===== config.mk =====
export PLATFORM = sky130hd
export DESIGN_NAME = rr_arb_top
export DESIGN_NICKNAME = d
export VERILOG_FILES = /design/src/arb_sizes_pkg.sv /design/src/arb_types_pkg.sv /design/src/trailing_zero_count.sv /design/src/rr_prio_ctrl.sv /design/src/arb_tree.sv /design/src/rr_arb_top.sv
export SDC_FILE = /design/constraint.sdc
export NUM_CORES = 1
export LEC_CHECK = 0
export BUFFER_PORTS_ARGS = -buffer_cell sky130_fd_sc_hd__clkbuf_2
export CORE_AREA = 2 2 122 124
export DETAILED_ROUTE_END_ITERATION = 6
export DIE_AREA = 0 0 124 126
export PLACE_DENSITY = 0.58
export SKIP_LAST_GASP = 1
export SYNTH_ARGS = -nofsm -noshare
export SYNTH_HDL_FRONTEND = slang
export SYNTH_SLANG_ARGS = --single-unit

===== constraint.sdc =====
create_clock -name clk_i -period 2.55 [get_ports clk_i]
set_input_delay 0.255 -clock clk_i [delete_from_list [all_inputs] [get_ports clk_i]]
set_output_delay 0.255 -clock clk_i [all_outputs]
set_load 0.02 [all_outputs]

===== src/arb_sizes_pkg.sv =====
// sizing constants of the eight-input round-robin arbiter tree
// every width used by the types and the RTL derives from these values

package arb_sizes_pkg;

  //////////////////////////////////////////////////////////////////////
  // arbiter dimensions
  //////////////////////////////////////////////////////////////////////

  // number of arbitrated inputs, kept at a power of two so the tree has no padding
  localparam int unsigned num_in = 8;

  // width of one payload word
  localparam int unsigned data_width = 32;

  // bits needed to name one input
  localparam int unsigned idx_width = $clog2(num_in);

  // depth of the arbitration tree, one level per index bit
  localparam int unsigned num_levels = idx_width;

endpackage


===== src/arb_types_pkg.sv =====
// vector types shared by the arbiter blocks
// each width that carries a meaning gets its own name

package arb_types_pkg;

  //////////////////////////////////////////////////////////////////////
  // request, index and payload types
  //////////////////////////////////////////////////////////////////////

  // one request or grant bit per input
  typedef logic [arb_sizes_pkg::num_in-1:0] req_vec_t;

  // index of one input, also used for the round-robin priority
  typedef logic [arb_sizes_pkg::idx_width-1:0] idx_t;

  // a single payload word
  typedef logic [arb_sizes_pkg::data_width-1:0] data_t;

  // all input payloads side by side, input 0 in the lowest slice
  typedef logic [arb_sizes_pkg::num_in*arb_sizes_pkg::data_width-1:0] data_vec_t;

endpackage


===== src/trailing_zero_count.sv =====
// trailing-zero counter for a request mask
// returns the position of the lowest set bit and flags an empty mask

`timescale 1ns/1ps

module trailing_zero_count (
  input  arb_types_pkg::req_vec_t mask_i,
  output arb_types_pkg::idx_t     idx_o,
  output logic                    empty_o
);

  // scan from bit 0 upward and keep the first hit
  // an empty mask leaves the index at zero
  always_comb begin : p_scan
    idx_o   = '0;
    empty_o = 1'b1;
    for (int i = 0; i < $bits(arb_types_pkg::req_vec_t); i++) begin
      // once a bit has been found the higher ones no longer matter
      if (mask_i[i] && empty_o) begin
        idx_o   = arb_types_pkg::idx_t'(i);
        empty_o = 1'b0;
      end
    end
  end

endmodule


===== src/rr_prio_ctrl.sv =====
// round-robin priority and lock-in control for the arbiter tree
// holds the priority index, the lock flag and the stored request mask

`timescale 1ns/1ps

module rr_prio_ctrl (
  input  logic                    clk_i,
  input  logic                    rst_ni,
  input  logic                    flush_i,
  input  arb_types_pkg::req_vec_t req_i,
  input  logic                    req_o,
  input  logic                    gnt_i,
  output arb_types_pkg::req_vec_t eff_req_o,
  output arb_types_pkg::idx_t     prio_o
);

  // state registers
  logic                    lock_q;
  arb_types_pkg::req_vec_t req_q;
  arb_types_pkg::idx_t     prio_q;

  // next-state signals
  logic                    lock_d;
  logic                    transfer;
  arb_types_pkg::idx_t     prio_d;
  arb_types_pkg::idx_t     next_prio;

  // fair priority search
  arb_types_pkg::req_vec_t upper_mask;
  arb_types_pkg::req_vec_t lower_mask;
  arb_types_pkg::idx_t     upper_idx;
  arb_types_pkg::idx_t     lower_idx;
  logic                    upper_empty;
  logic                    lower_empty;

  //////////////////////////////////////////////////////////////////////
  // lock-in
  //////////////////////////////////////////////////////////////////////

  // the root request and the downstream grant meet here and only here
  assign transfer = req_o & gnt_i;

  // a pending request without a grant freezes the decision at the next edge
  assign lock_d = req_o & ~gnt_i;

  // while locked the tree keeps seeing the mask that won, new requests wait
  assign eff_req_o = lock_q ? req_q : req_i;
  assign prio_o    = prio_q;

  //////////////////////////////////////////////////////////////////////
  // fair priority update
  //////////////////////////////////////////////////////////////////////

  // split the effective requests around the current priority
  for (genvar i = 0; i < arb_sizes_pkg::num_in; i++) begin : gen_mask
    assign upper_mask[i] = (arb_types_pkg::idx_t'(i) >  prio_q) ? eff_req_o[i] : 1'b0;
    assign lower_mask[i] = (arb_types_pkg::idx_t'(i) <= prio_q) ? eff_req_o[i] : 1'b0;
  end

  // first requester above the current priority
  trailing_zero_count u_tzc_upper (
    .mask_i  (upper_mask),
    .idx_o   (upper_idx),
    .empty_o (upper_empty)
  );

  // first requester at or below it, used when the search wraps around
  trailing_zero_count u_tzc_lower (
    .mask_i  (lower_mask),
    .idx_o   (lower_idx),
    .empty_o (lower_empty)
  );

  // with no requester at all the priority simply stays where it is
  assign next_prio = !upper_empty ? upper_idx :
                     !lower_empty ? lower_idx : prio_q;

  // the priority only moves after something was actually handed over
  assign prio_d = transfer ? next_prio : prio_q;

  always_ff @(posedge clk_i or negedge rst_ni) begin : p_state
    if (!rst_ni) begin
      lock_q <= 1'b0;
      req_q  <= '0;
      prio_q <= '0;
    end else if (flush_i) begin
      lock_q <= 1'b0;
      req_q  <= '0;
      prio_q <= '0;
    end else begin
      lock_q <= lock_d;
      req_q  <= eff_req_o;
      prio_q <= prio_d;
    end
  end

  // a held decision with no grant keeps both the priority and the request view
  a_lock_stable : assert property (@(posedge clk_i) disable iff (!rst_ni || flush_i)
    lock_q && !gnt_i |=> $stable(prio_q) && $stable(eff_req_o))
    else $error("rr_prio_ctrl: locked decision changed without a grant");

  // requesters must keep every unserved request up while the arbiter is locked
  a_lock_req : assert property (@(posedge clk_i) disable iff (!rst_ni || flush_i)
    lock_q |-> (req_q & req_i) == req_q)
    else $error("rr_prio_ctrl: locked request dropped before it was served");

endmodule


===== src/arb_tree.sv =====
// combinational round-robin arbitration tree
// reduces requests toward the root, muxes payload and index, and routes the grant back

`timescale 1ns/1ps

module arb_tree (
  input  arb_types_pkg::req_vec_t  req_i,
  input  arb_types_pkg::idx_t      prio_i,
  input  arb_types_pkg::data_vec_t data_i,
  input  logic                     gnt_i,
  output logic                     req_o,
  output arb_types_pkg::data_t     data_o,
  output arb_types_pkg::idx_t      idx_o,
  output arb_types_pkg::req_vec_t  gnt_o
);

  // level 0 is the root, the last level reads straight from the inputs
  for (genvar lvl = 0; lvl < arb_sizes_pkg::num_levels; lvl++) begin : gen_levels
    logic [2**lvl-1:0]    node_req;
    logic [2**lvl-1:0]    node_sel;
    logic [2**lvl-1:0]    node_gnt;
    arb_types_pkg::idx_t  node_idx  [2**lvl];
    arb_types_pkg::data_t node_data [2**lvl];

    for (genvar n = 0; n < 2**lvl; n++) begin : gen_nodes
      logic                 left_req;
      logic                 right_req;
      arb_types_pkg::idx_t  left_idx;
      arb_types_pkg::idx_t  right_idx;
      arb_types_pkg::data_t left_data;
      arb_types_pkg::data_t right_data;

      ////////////////////////////////////////////////////////////////////
      // children of this node
      ////////////////////////////////////////////////////////////////////
      if (lvl == arb_sizes_pkg::num_levels - 1) begin : gen_leaf
        // leaf pairs carry no index bits yet
        assign left_req   = req_i[2*n];
        assign right_req  = req_i[2*n+1];
        assign left_idx   = '0;
        assign right_idx  = '0;
        assign left_data  = data_i[2*n*arb_sizes_pkg::data_width +: arb_sizes_pkg::data_width];
        assign right_data = data_i[(2*n+1)*arb_sizes_pkg::data_width +:
                                   arb_sizes_pkg::data_width];

        // a leaf is granted only if it asked and the node picked its side
        assign gnt_o[2*n]   = node_gnt[n] & left_req  & ~node_sel[n];
        assign gnt_o[2*n+1] = node_gnt[n] & right_req &  node_sel[n];
      end else begin : gen_inner
        assign left_req   = gen_levels[lvl+1].node_req[2*n];
        assign right_req  = gen_levels[lvl+1].node_req[2*n+1];
        assign left_idx   = gen_levels[lvl+1].node_idx[2*n];
        assign right_idx  = gen_levels[lvl+1].node_idx[2*n+1];
        assign left_data  = gen_levels[lvl+1].node_data[2*n];
        assign right_data = gen_levels[lvl+1].node_data[2*n+1];
      end

      // grant arriving from above, split by the parent select
      if (lvl == 0) begin : gen_root_gnt
        assign node_gnt[n] = gnt_i;
      end else if (n % 2 == 0) begin : gen_left_gnt
        assign node_gnt[n] = gen_levels[lvl-1].node_gnt[n/2] & ~gen_levels[lvl-1].node_sel[n/2];
      end else begin : gen_right_gnt
        assign node_gnt[n] = gen_levels[lvl-1].node_gnt[n/2] & gen_levels[lvl-1].node_sel[n/2];
      end

      ////////////////////////////////////////////////////////////////////
      // node decision
      ////////////////////////////////////////////////////////////////////

      // right wins when left is idle, or when both ask and this level's priority bit is set
      assign node_sel[n] = ~left_req | (right_req & prio_i[arb_sizes_pkg::num_levels-1-lvl]);
      assign node_req[n] = left_req | right_req;

      // this level contributes one index bit on top of the winning child's bits
      assign node_idx[n] = (node_sel[n] ? right_idx : left_idx) |
                           (arb_types_pkg::idx_t'(node_sel[n]) <<
                            (arb_sizes_pkg::num_levels-1-lvl));
      assign node_data[n] = node_sel[n] ? right_data : left_data;
    end
  end

  // the final decision sits at the root
  assign req_o  = gen_levels[0].node_req[0];
  assign data_o = gen_levels[0].node_data[0];
  assign idx_o  = gen_levels[0].node_idx[0];

  // checked once the tree has settled, since inputs may change together
  always_comb begin : p_check
    assert final ($onehot0(gnt_o))
      else $error("arb_tree: more than one input granted");
    assert final (!(|gnt_o) || gnt_i)
      else $error("arb_tree: input granted without a downstream grant");
    assert final (!(req_o && gnt_i) || gnt_o[idx_o])
      else $error("arb_tree: granted input differs from idx_o");
    assert final (req_o == (|req_i))
      else $error("arb_tree: root request does not match the inputs");
  end

endmodule


===== src/rr_arb_top.sv =====
// eight-input round-robin arbiter with lock-in and flush
// the priority block steers the combinational tree beside it

`timescale 1ns/1ps

module rr_arb_top (
  input  logic                     clk_i,
  input  logic                     rst_ni,
  input  logic                     flush_i,
  input  arb_types_pkg::req_vec_t  req_i,
  input  arb_types_pkg::data_vec_t data_i,
  input  logic                     gnt_i,
  output arb_types_pkg::req_vec_t  gnt_o,
  output logic                     req_o,
  output arb_types_pkg::data_t     data_o,
  output arb_types_pkg::idx_t      idx_o
);

  // requests as the tree sees them, and the priority that orders them
  arb_types_pkg::req_vec_t eff_req;
  arb_types_pkg::idx_t     prio;

  rr_prio_ctrl u_prio_ctrl (
    .clk_i     (clk_i),
    .rst_ni    (rst_ni),
    .flush_i   (flush_i),
    .req_i     (req_i),
    .req_o     (req_o),
    .gnt_i     (gnt_i),
    .eff_req_o (eff_req),
    .prio_o    (prio)
  );

  arb_tree u_tree (
    .req_i  (eff_req),
    .prio_i (prio),
    .data_i (data_i),
    .gnt_i  (gnt_i),
    .req_o  (req_o),
    .data_o (data_o),
    .idx_o  (idx_o),
    .gnt_o  (gnt_o)
  );

  // a request left waiting keeps the same winner in the next cycle
  a_lock_idx : assert property (@(posedge clk_i) disable iff (!rst_ni || flush_i)
    req_o && !gnt_i |=> idx_o == $past(idx_o))
    else $error("rr_arb_top: winner changed while waiting for a grant");

  // the forwarded payload always comes from the input named by idx_o
  a_data_src : assert property (@(posedge clk_i) disable iff (!rst_ni)
    req_o |-> data_o == data_i[idx_o*arb_sizes_pkg::data_width +: arb_sizes_pkg::data_width])
    else $error("rr_arb_top: payload does not match idx_o");

endmodule


# After elaboration in Yosys (flattened, before gate mapping)
# Cells that the tools add are included.
totals:
  register_bits: 12
  inputBits: 268
  output_inout_bits: 44
  wordCells: 162
op_classes:
  n_lt_le_gt_ge: 16
  n_eq_ne: 1
  mux: 63
  n_bitwise: 63
  reduce_logical: 16
ops:
  columns: ["operator", "count"]
  rows:
  - ["32-bit two-way mux", 7]
  - ["3-bit two-way mux", 17]
  - ["1-bit two-way mux", 37]
  - ["1-bit bitwise AND", 31]
  - ["8-bit two-way mux", 2]
  - ["1-bit NOT", 15]
  - ["1-bit logical AND", 14]
  - ["1-bit bitwise OR", 14]
  - ["3-bit > comparator, first input constant", 4]
  - ["3-bit <= comparator, first input constant", 4]
  - ["1-bit by 3-bit > comparator with 1-bit output, first input constant", 2]
  - ["2-bit by 3-bit > comparator with 1-bit output, first input constant", 2]
  - ["1-bit by 3-bit <= comparator with 1-bit output, first input constant", 2]
  - ["2-bit by 3-bit <= comparator with 1-bit output, first input constant", 2]
  - ["3-bit by 2-bit bitwise OR with 3-bit output", 2]
  - ["3-bit inequality test, second input constant", 1]
  - ["3-bit bitwise OR", 1]
  - ["2-bit AND reduction", 1]
  - ["2-bit nonzero test", 1]

# Depth between registers and ports, before layout
# Gate-level depths: netlist (run 1).
logic_depth:
  word_depth: 21
  mapped_depth: 10
  mapped_depth_nobuf: 6

# Modules after synthesis
# Synthesis (run 1) repeated with hierarchy kept, for this count alone.
hier_totals:
  cells_unflattened: 465
  area_unflattened_um2: 3314.4
modules_own_cells:
  columns: ["module", "instances", "cells_each", "area_each_um2", "seq_area_each_um2"]
  rows:
  - ["arb_tree", 1, 357, 2461.1, 0.0]
  - ["rr_prio_ctrl", 1, 76, 678.2, 300.3]
  - ["trailing_zero_count", 2, 16, 87.6, 0.0]

# Least setup slack after synthesis (run 1)
# OpenSTA, ideal clock, no wires.
synth_timing:
  path_type: "flip-flop to output port"
  startpoint: "register u_prio_ctrl.lock_q"
  endpoint: "output port gnt_o[3]"
  arrival_time_ns: 2.018
  required_ns: 2.295
  setup_slack_ns: 0.277
  stages_incl_launch_ff: 8
  n_path_buf: 5
  path_cell_list: "dfrtp_1 > buf_6 > buf_8 > buf_4 > a31oi_1 > buf_4 > buf_4 > nor4b_1"
synth_between:
  elab_chain_len: 10
  word_cells_on_any_way: 21
  cone_classes: "mux (1); bitwise (20)"
synth_lines:
  columns: ["element", "line", "source"]
  rows:
  - ["from (decl)", "rr_prio_ctrl.sv:18", "logic lock_q;"]
  - ["from (signal assigned)", "rr_prio_ctrl.sv:91", "lock_q <= lock_d;"]
  - ["8-bit two-way mux (*)", "rr_prio_ctrl.sv:47", "assign eff_req_o = lock_q ? req_q : req_i;"]
  - ["1-bit bitwise OR (2 in a row)", "arb_tree.sv:73", "assign node_req[n] = left_req | right_req;"]
  - ["1-bit bitwise AND / 1-bit NOT (equally long branches)", "arb_tree.sv:72", "assign node_sel[n] = ~left_req | (right_req & prio_i[arb_sizes_pkg::num_levels-1-lvl]);"]
  - ["1-bit bitwise OR", "arb_tree.sv:72", null]
  - ["1-bit NOT", "arb_tree.sv:62", "assign node_gnt[n] = gen_levels[lvl-1].node_gnt[n/2] & ~gen_levels[lvl-1].node_sel[n/2];"]
  - ["1-bit bitwise AND", "arb_tree.sv:62", null]
  - ["1-bit bitwise AND", "arb_tree.sv:64", "assign node_gnt[n] = gen_levels[lvl-1].node_gnt[n/2] & gen_levels[lvl-1].node_sel[n/2];"]
  - ["1-bit bitwise AND", "arb_tree.sv:48", "assign gnt_o[2*n+1] = node_gnt[n] & right_req & node_sel[n];"]
  - ["1-bit bitwise AND (*)", "arb_tree.sv:48", null]
  - ["to (decl)", "rr_arb_top.sv:13", "output arb_types_pkg::req_vec_t gnt_o,"]
# Every way passes the cells marked *; elsewhere a longest branch is shown, timed or not.

# Worst setup path after layout (run 1)
layout_timing:
  startpoint: "register u_prio_ctrl.prio_q[0] (netlist: u_prio_ctrl.prio_o[0])"
  endpoint: "output port data_o[19]"
layout_between:
  elab_chain_len: 5
  word_cells_on_any_way: 15
  cone_classes: "mux (7); bitwise (8)"
layout_lines:
  columns: ["element", "line", "source"]
  rows:
  - ["from (decl)", "rr_prio_ctrl.sv:20", "arb_types_pkg::idx_t prio_q;"]
  - ["from (signal assigned)", "rr_prio_ctrl.sv:93", "prio_q <= prio_d;"]
  - ["1-bit bitwise AND", "arb_tree.sv:72", null]
  - ["1-bit bitwise OR", "arb_tree.sv:72", null]
  - ["32-bit two-way mux (2 in a row)", "arb_tree.sv:79", "assign node_data[n] = node_sel[n] ? right_data : left_data;"]
  - ["32-bit two-way mux (*)", "arb_tree.sv:79", null]
  - ["to (decl)", "rr_arb_top.sv:15", "output arb_types_pkg::data_t data_o,"]
# Marks and branches as above.

==> results.py, run 1 <==
metrics = {
    "die": {
        "dieArea_um2": 15600,
        "die_height_um": 126,
        "io_pins": 312,
        "initial_core_util": 0.254,
        "core_area_um2": 14300,
        "rows": 44,
        "die_x_um": 124,
    },
    "synth": {
        "syn-num-nets": 670,
        "synthAdderAreaFrac": 0,
        "ys.flop_type": "dfrtp_1",
        "yosysTopAreaCellShare": 0.539,
        "yosysWarnings": 0,
        "synth_top_family_by_area": "multiplexers",
        "synth_top_cell_by_area": "mux2i_1",
        "postSynthCellCount": 402,
        "synth_xor_area_frac": 0,
        "synth-compound-area-share": 0.0925,
        "syn_area_um2": 3640,
        "yosys_register_bits": 12,
        "synth_edf_count": 0,
        "avgSynthCellArea_um2": 9.05,
        "synthSimpleGateAreaFrac": 0.0928,
        "seq_area_frac_synth": 0.0825,
        "ys_types": 49,
        "ys_async_sr_fraction": 1.00,
        "netlist_top_cells_area": "mux2i_1, mux2_2, dfrtp_1",
        "synthMuxAreaShare": 0.652,
    },
    "clock_tree": {
        "cts.reportedPaths.clkPinSlew_ns": 0.04,
        "tritoncts": "done",
        "cts_made_buffers": 3,
        "cts_htree_levels": 1,
        "cts_sinks": 12,
        "root_buffer": "clkbuf_16",
        "clockBufferDepth": 2,
        "clock_latency_ns": 0.24,
    },
    "pwr": {
        "seq_power_share": 0.100,
        "p_clk_frac": 0.139,
        "p_comb_frac": 0.761,
        "peakVddDrop_mv": 0.235,
        "cellLeakagePower_nw": 3.41,
        "p_sw_frac": 0.435,
        "power.switching_w": 0.00100,
        "power_density_nw_per_um2": 383,
        "p_int_w": 0.00130,
    },
    "global_route": {
        "antenna_found_initial": 1,
        "grt_pass1_wl_um": 23100,
        "overflow": 0,
        "grt_pass1_vias": 4381,
        "grt_max_degree": 36,
        "grt.total_usage": 0.193,
    },
    "timing": {
        "max_freq_mhz": 392,
        "tightest_slew_ns": 0.490,
        "finalCriticalPeriod_ns": 2.55,
        "report.final.slew_viol_count": 0,
        "timing.slew.headroom": 0.664,
        "rsz0062_at_grt": "yes",
        "finClkSkew_ns": 0.00345,
        "final.period_utilization": 1.00,
        "setup_ws_ns": -0.00229,
        "final_hold_viol_count": 0,
        "setup_viol": 1,
    },
    "job": {
        "cap_violations": 0,
    },
    "worst_setup_path": {
        "cp.arrival_ns": 2.30,
        "endpoint_kind": "primary output",
        "cp_max_fo": 8,
        "critical_path_class": "flop to primary output",
        "reg2reg_setup_slack_ns": 0.33,
        "worstPathRequired_ns": 2.30,
        "critPathLaunchType": "flop",
    },
    "layout": {
        "final_cell_mix": "clkbuf_2, mux2i_1, mux2_2",
        "layoutNonFillerInstCount": 907,
        "fin_nets": 991,
        "mostFrequentLayoutCell": "clkbuf_2",
        "syn_to_final_growth_pct": 65.0,
        "final_cell_area_um2": 6000,
        "drive_gt1_frac": 0.587,
        "utilization": 0.419,
    },
    "place": {
        "dp.cells": 886,
        "numPortBuffers": 311,
        "place.gp.congestion": 0.947,
        "place_area_um2": 5520,
        "dp_hpwl_um": 13100,
    },
    "route": {
        "drt_pass1_iterations": 4,
        "drt-initial-drc-count": 185,
        "drc": 0,
        "drtAntennaViolNets": 0,
        "wl_per_cell_um": 19.1,
        "num_vias": 4540,
        "vias_per_cell": 5.01,
        "wl_um": 17300,
    },
    "status": {
        "violations": "setup timing",
        "outcome": "complete, but fails checks",
    },
    "worst_hold_path": {
        "hold_class": "input port to flop",
    },
}
[logic make-up after synthesis]
| group | Yosys count |
|---|---|
| mux | 231 |
| simple gates | 66 |
| compound gates | 51 |
| buf+inv | 42 |
| flops | 12 |
[per-layer routing]
layer	global-route usage	share of wire	vias up
met4	0.0423	0.017	0
met1	0.233	0.38	2078
li1	-	-	2166
met2	0.352	0.51	276
met3	0.0313	0.092	20
met5	0	0	-
[stage by stage]
| stage | setup WS [ns] | power (W) | hold slack (ns) | TNS (ns) |
|---|---|---|---|---|
| final | -0.00229 | 0.00230 | 0.304 | -0.00229 |
| after global routing | -0.0516 | 0.00244 | 0.327 | -0.162 |
| after global placement | 0.153 | 0.00184 | 0.158 | 0 |
| after floorplan | 0.277 | 0.00125 | -0.0406 | 0 |
| after CTS | -0.0156 | 0.00220 | 0.301 | -0.0986 |
| after detailed placement | 0.155 | 0.00185 | 0.158 | 0 |
[synth_stat cells (all sizes together), types with 2 or more instances]
cell type  count
mux2i        199
mux2          32
buf           31
nand2         20
nor2          20
a21oi         13
dfrtp         12
o21ai         10
inv            8
a31oi          7
nor3           7
and3           5
a211oi         4
clkbuf         3
nand3b         3
a22oi          2
nand2b         2
nand3          2
nor4b          2
o211ai         2
o22ai          2
o311ai         2
[path summary, 6_finish.rpt]
check,start,endpoint,depth (start not counted)
max in group asynchronous,rst_ni,u_prio_ctrl.lock_q,2
hold / removal,gnt_i,u_prio_ctrl.lock_q,2
hold reg to reg,u_prio_ctrl.req_q[7],u_prio_ctrl.req_q[7],2
setup / recovery,u_prio_ctrl.prio_o[0],data_o[19],9
setup reg to reg,u_prio_ctrl.lock_q,u_prio_ctrl.prio_o[0],7
min in group asynchronous,rst_ni,u_prio_ctrl.prio_o[2],2
[area by class of cell]
cell class / instances / area [um2]
Tap cell: 184 / 230
Multi-Input combinational cell: 348 / 3200
Timing Repair Buffer: 350 / 2150
Antenna cell: 1 / 2.50
Clock buffer: 4 / 88.8
Sequential cell: 12 / 303
Fill cell: 1495 / 8310
Inverter: 8 / 30.0
[flip-flops by register name, indices dropped and copies added (netlist names)]
signal,cells
u_prio_ctrl.lock_q,1
u_prio_ctrl.req_q,8
u_prio_ctrl.prio_o,3
[power by group through the flow]
stage	clock, W	combinational, W	sequential (W)
2_1_floorplan	0	0.00103	0.000218
3_3_place_gp	0	0.00161	0.000233
3_5_place_dp	0	0.00161	0.000233
4_1_cts	0.000321	0.00164	0.000231
5_1_grt	0.000331	0.00187	0.000232
6_report	0.000319	0.00175	0.000230
[timing repair]
action | 4_1_cts | 5_1_grt
buffers inserted | 2 | 6
endpoints found under the hold margin | 12 | 0
endpoints found under the setup margin | 34 | 34
hold buffers | 1 | 0
gates resized for setup | 5 | 23
pin swaps | 0 | 2
cloned | 1 | 6
[critical path, cell delays in order, from the launching register on]
cell,delay [ns]
dfrtp_2,0.44
clkbuf_2,0.17
a211oi_4,0.29
a31oi_4,0.06
buf_12,0.15
buf_12,0.14
mux2i_2,0.26
mux2i_1,0.11
mux2_2,0.27
clkbuf_2,0.15
Power figures use the tool's default switching activity.
==> inputs of run 2 (changes only) <==
--- a/config.mk
+++ b/config.mk
@@ -5,11 +5,11 @@
 export SDC_FILE = /design/constraint.sdc
 export NUM_CORES = 1
 export LEC_CHECK = 0
-export BUFFER_PORTS_ARGS = -buffer_cell sky130_fd_sc_hd__clkbuf_2
 export CORE_AREA = 2 2 122 124
 export DETAILED_ROUTE_END_ITERATION = 6
 export DIE_AREA = 0 0 124 126
-export PLACE_DENSITY = 0.58
+export DONT_BUFFER_PORTS = 1
+export PLACE_DENSITY = 0.4
 export SKIP_LAST_GASP = 1
 export SYNTH_ARGS = -nofsm -noshare
 export SYNTH_HDL_FRONTEND = slang
==> constraint.sdc (replaced) <==
create_clock -name clk_i -period 2.5 [get_ports clk_i]
set_input_delay 0.25 -clock clk_i [delete_from_list [all_inputs] [get_ports clk_i]]
set_output_delay 0.25 -clock clk_i [all_outputs]
set_load 0.02 [all_outputs]
==> run 2 against run 1 <==
  * The flow now finishes without violations
  * Sequential share of layout area grew 1.2 points
  * Final area shrank 19%
  * Total power shrank 3.5%
  * Utilization is 7.9 points lower
  * Flip-flop and latch count stayed put
  * Largest power group unchanged
==> results.py, run 2 (synthesis gave the netlist of run 1 again) <==
metrics = {
    "status": {
        "outcome": "completed",
    },
    "global_route": {
        "antenna_found_initial": 4,
        "grt_pass1_wl_um": 21500,
        "grt.total_usage": 0.185,
        "overflow": 0,
        "grt_pass1_vias": 3568,
        "grt_max_degree": 25,
    },
    "timing": {
        "report.final.slew_viol_count": 0,
        "final.setup.tns_ns": 0,
        "holdWs_ns": 0.0661,
        "finalCriticalPeriod_ns": 2.47,
        "final.period_utilization": 0.987,
        "final_hold_viol_count": 0,
        "setup_viol": 0,
        "setup_ws_ns": 0.0321,
        "finClkSkew_ns": 0.00402,
        "max_freq_mhz": 405,
        "rsz0062_at_grt": "yes",
        "timing.slew.headroom": 0.567,
        "tightest_slew_ns": 0.648,
    },
    "die": {
        "io_pins": 312,
        "core_area_um2": 14300,
        "dieArea_um2": 15600,
        "initial_core_util": 0.254,
        "die_x_um": 124,
        "die_height_um": 126,
        "rows": 44,
    },
    "route": {
        "drt_pass1_iterations": 5,
        "wl_per_cell_um": 26.9,
        "wl_um": 17200,
        "drc": 0,
        "num_vias": 3579,
        "vias_per_cell": 5.58,
        "drtAntennaViolNets": 0,
        "drt-initial-drc-count": 220,
    },
    "pwr": {
        "peakVddDrop_mv": 0.211,
        "power_w": 0.00222,
        "cellLeakagePower_nw": 2.40,
        "power_density_nw_per_um2": 456,
    },
    "layout": {
        "num-fill-cells": 1481,
        "syn_to_final_growth_pct": 33.7,
        "largest_reg_flops": 8,
        "final_cell_mix": "mux2i_1, buf_4, nor2_1, mux2_4, nand2_1",
        "mostFrequentLayoutCell": "mux2i_1",
        "fin_nets": 722,
        "drive_gt1_frac": 0.336,
        "regMostFlops": "u_prio_ctrl.req_q",
    },
    "clock_tree": {
        "tritoncts": "done",
        "cts_made_buffers": 3,
        "clockBufferDepth": 2,
        "cts_sinks": 12,
        "cts.reportedPaths.clkPinSlew_ns": 0.05,
        "clock_latency_ns": 0.24,
        "root_buffer": "clkbuf_16",
        "cts_htree_levels": 1,
    },
    "place": {
        "dp_hpwl_um": 13200,
        "place.gp.congestion": 0.828,
        "numPortBuffers": 0,
        "dpl_worst_slack_ns": 0.0286,
    },
    "job": {
        "cap_violations": 0,
    },
    "worst_hold_path": {
        "hold_class": "input port to flop",
    },
    "worst_setup_path": {
        "endpoint_kind": "primary output",
        "critical_path_class": "flop to primary output",
        "critPathLaunchType": "flop",
        "cp.arrival_ns": 2.22,
        "worstPathRequired_ns": 2.25,
        "cp_max_fo": 21,
    },
}
-- run 2: metal layers --
layer | global-route usage | part of all wire | vias to the layer above
li1 | - | - | 1627
met5 | 0 | 0 | -
met1 | 0.216 | 0.39 | 1737
met3 | 0.0448 | 0.084 | 14
met4 | 0.0608 | 0.016 | 0
met2 | 0.328 | 0.51 | 201
-- run 2: area by class of cell --
class / instances / area (um2) / share of cell area
multi-input cells: 348 / 3320 / 0.682
repair buffers: 81 / 881 / 0.181
flip-flops and latches: 12 / 303 / 0.0622
well taps: 184 / 230 / 0.0473
clock buffers: 4 / 88.8 / 0.0183
inverters: 8 / 35.0 / 0.00720
diodes: 4 / 10.0 / 0.00206
-- run 2: timing repair --
action                                  CTS  global route
resized for setup                         4            64
endpoints found under the setup margin   36            37
hold buffers                              1             0
setup buffers                             2            35
gates cloned                              0             6
pin swaps                                 0             6
hold endpoints to repair                 12             0
-- run 2: per-stage QoR --
stage | std cells | utilization | area, um2
4_1_cts | 596 | 0.291 | 4170
3_3_place_gp | 589 | 0.283 | 4050
6_report | 641 | 0.340 | 4870
5_1_grt | 641 | 0.340 | 4870
3_5_place_dp | 589 | 0.283 | 4050
2_1_floorplan | 402 | - | 3640
-- run 2: power breakdown --
| group | switching, W | internal (W) |
|---|---|---|
| Combinational | 0.000858 | 0.000793 |
| Sequential | 0.0000254 | 0.000210 |
| Clock | 0.0000906 | 0.000242 |
-- run 2: path summary, 6_finish.rpt --
path | start | endpoint | slack [ns] | cells after the start
min in group asynchronous | rst_ni | u_prio_ctrl.req_q[6] | 0.48 | 1
worst max register to register | u_prio_ctrl.lock_q | u_prio_ctrl.prio_o[1] | 0.31 | 8
worst max-delay path | u_prio_ctrl.prio_o[0] | data_o[25] | 0.03 | 8
max in group asynchronous | rst_ni | u_prio_ctrl.lock_q | 1.56 | 1
worst min register to register | u_prio_ctrl.req_q[7] | u_prio_ctrl.req_q[7] | 0.63 | 2
worst min-delay path | flush_i | u_prio_ctrl.req_q[7] | 0.07 | 1
-- run 2: critical path, stage by stage, from the launching register on --
cell,delay (ns)
dfrtp_2,0.46
buf_4,0.17
a211oi_4,0.23
a31oi_4,0.07
buf_12,0.19
mux2i_2,0.25
mux2i_4,0.12
buf_4,0.15
mux2_4,0.31
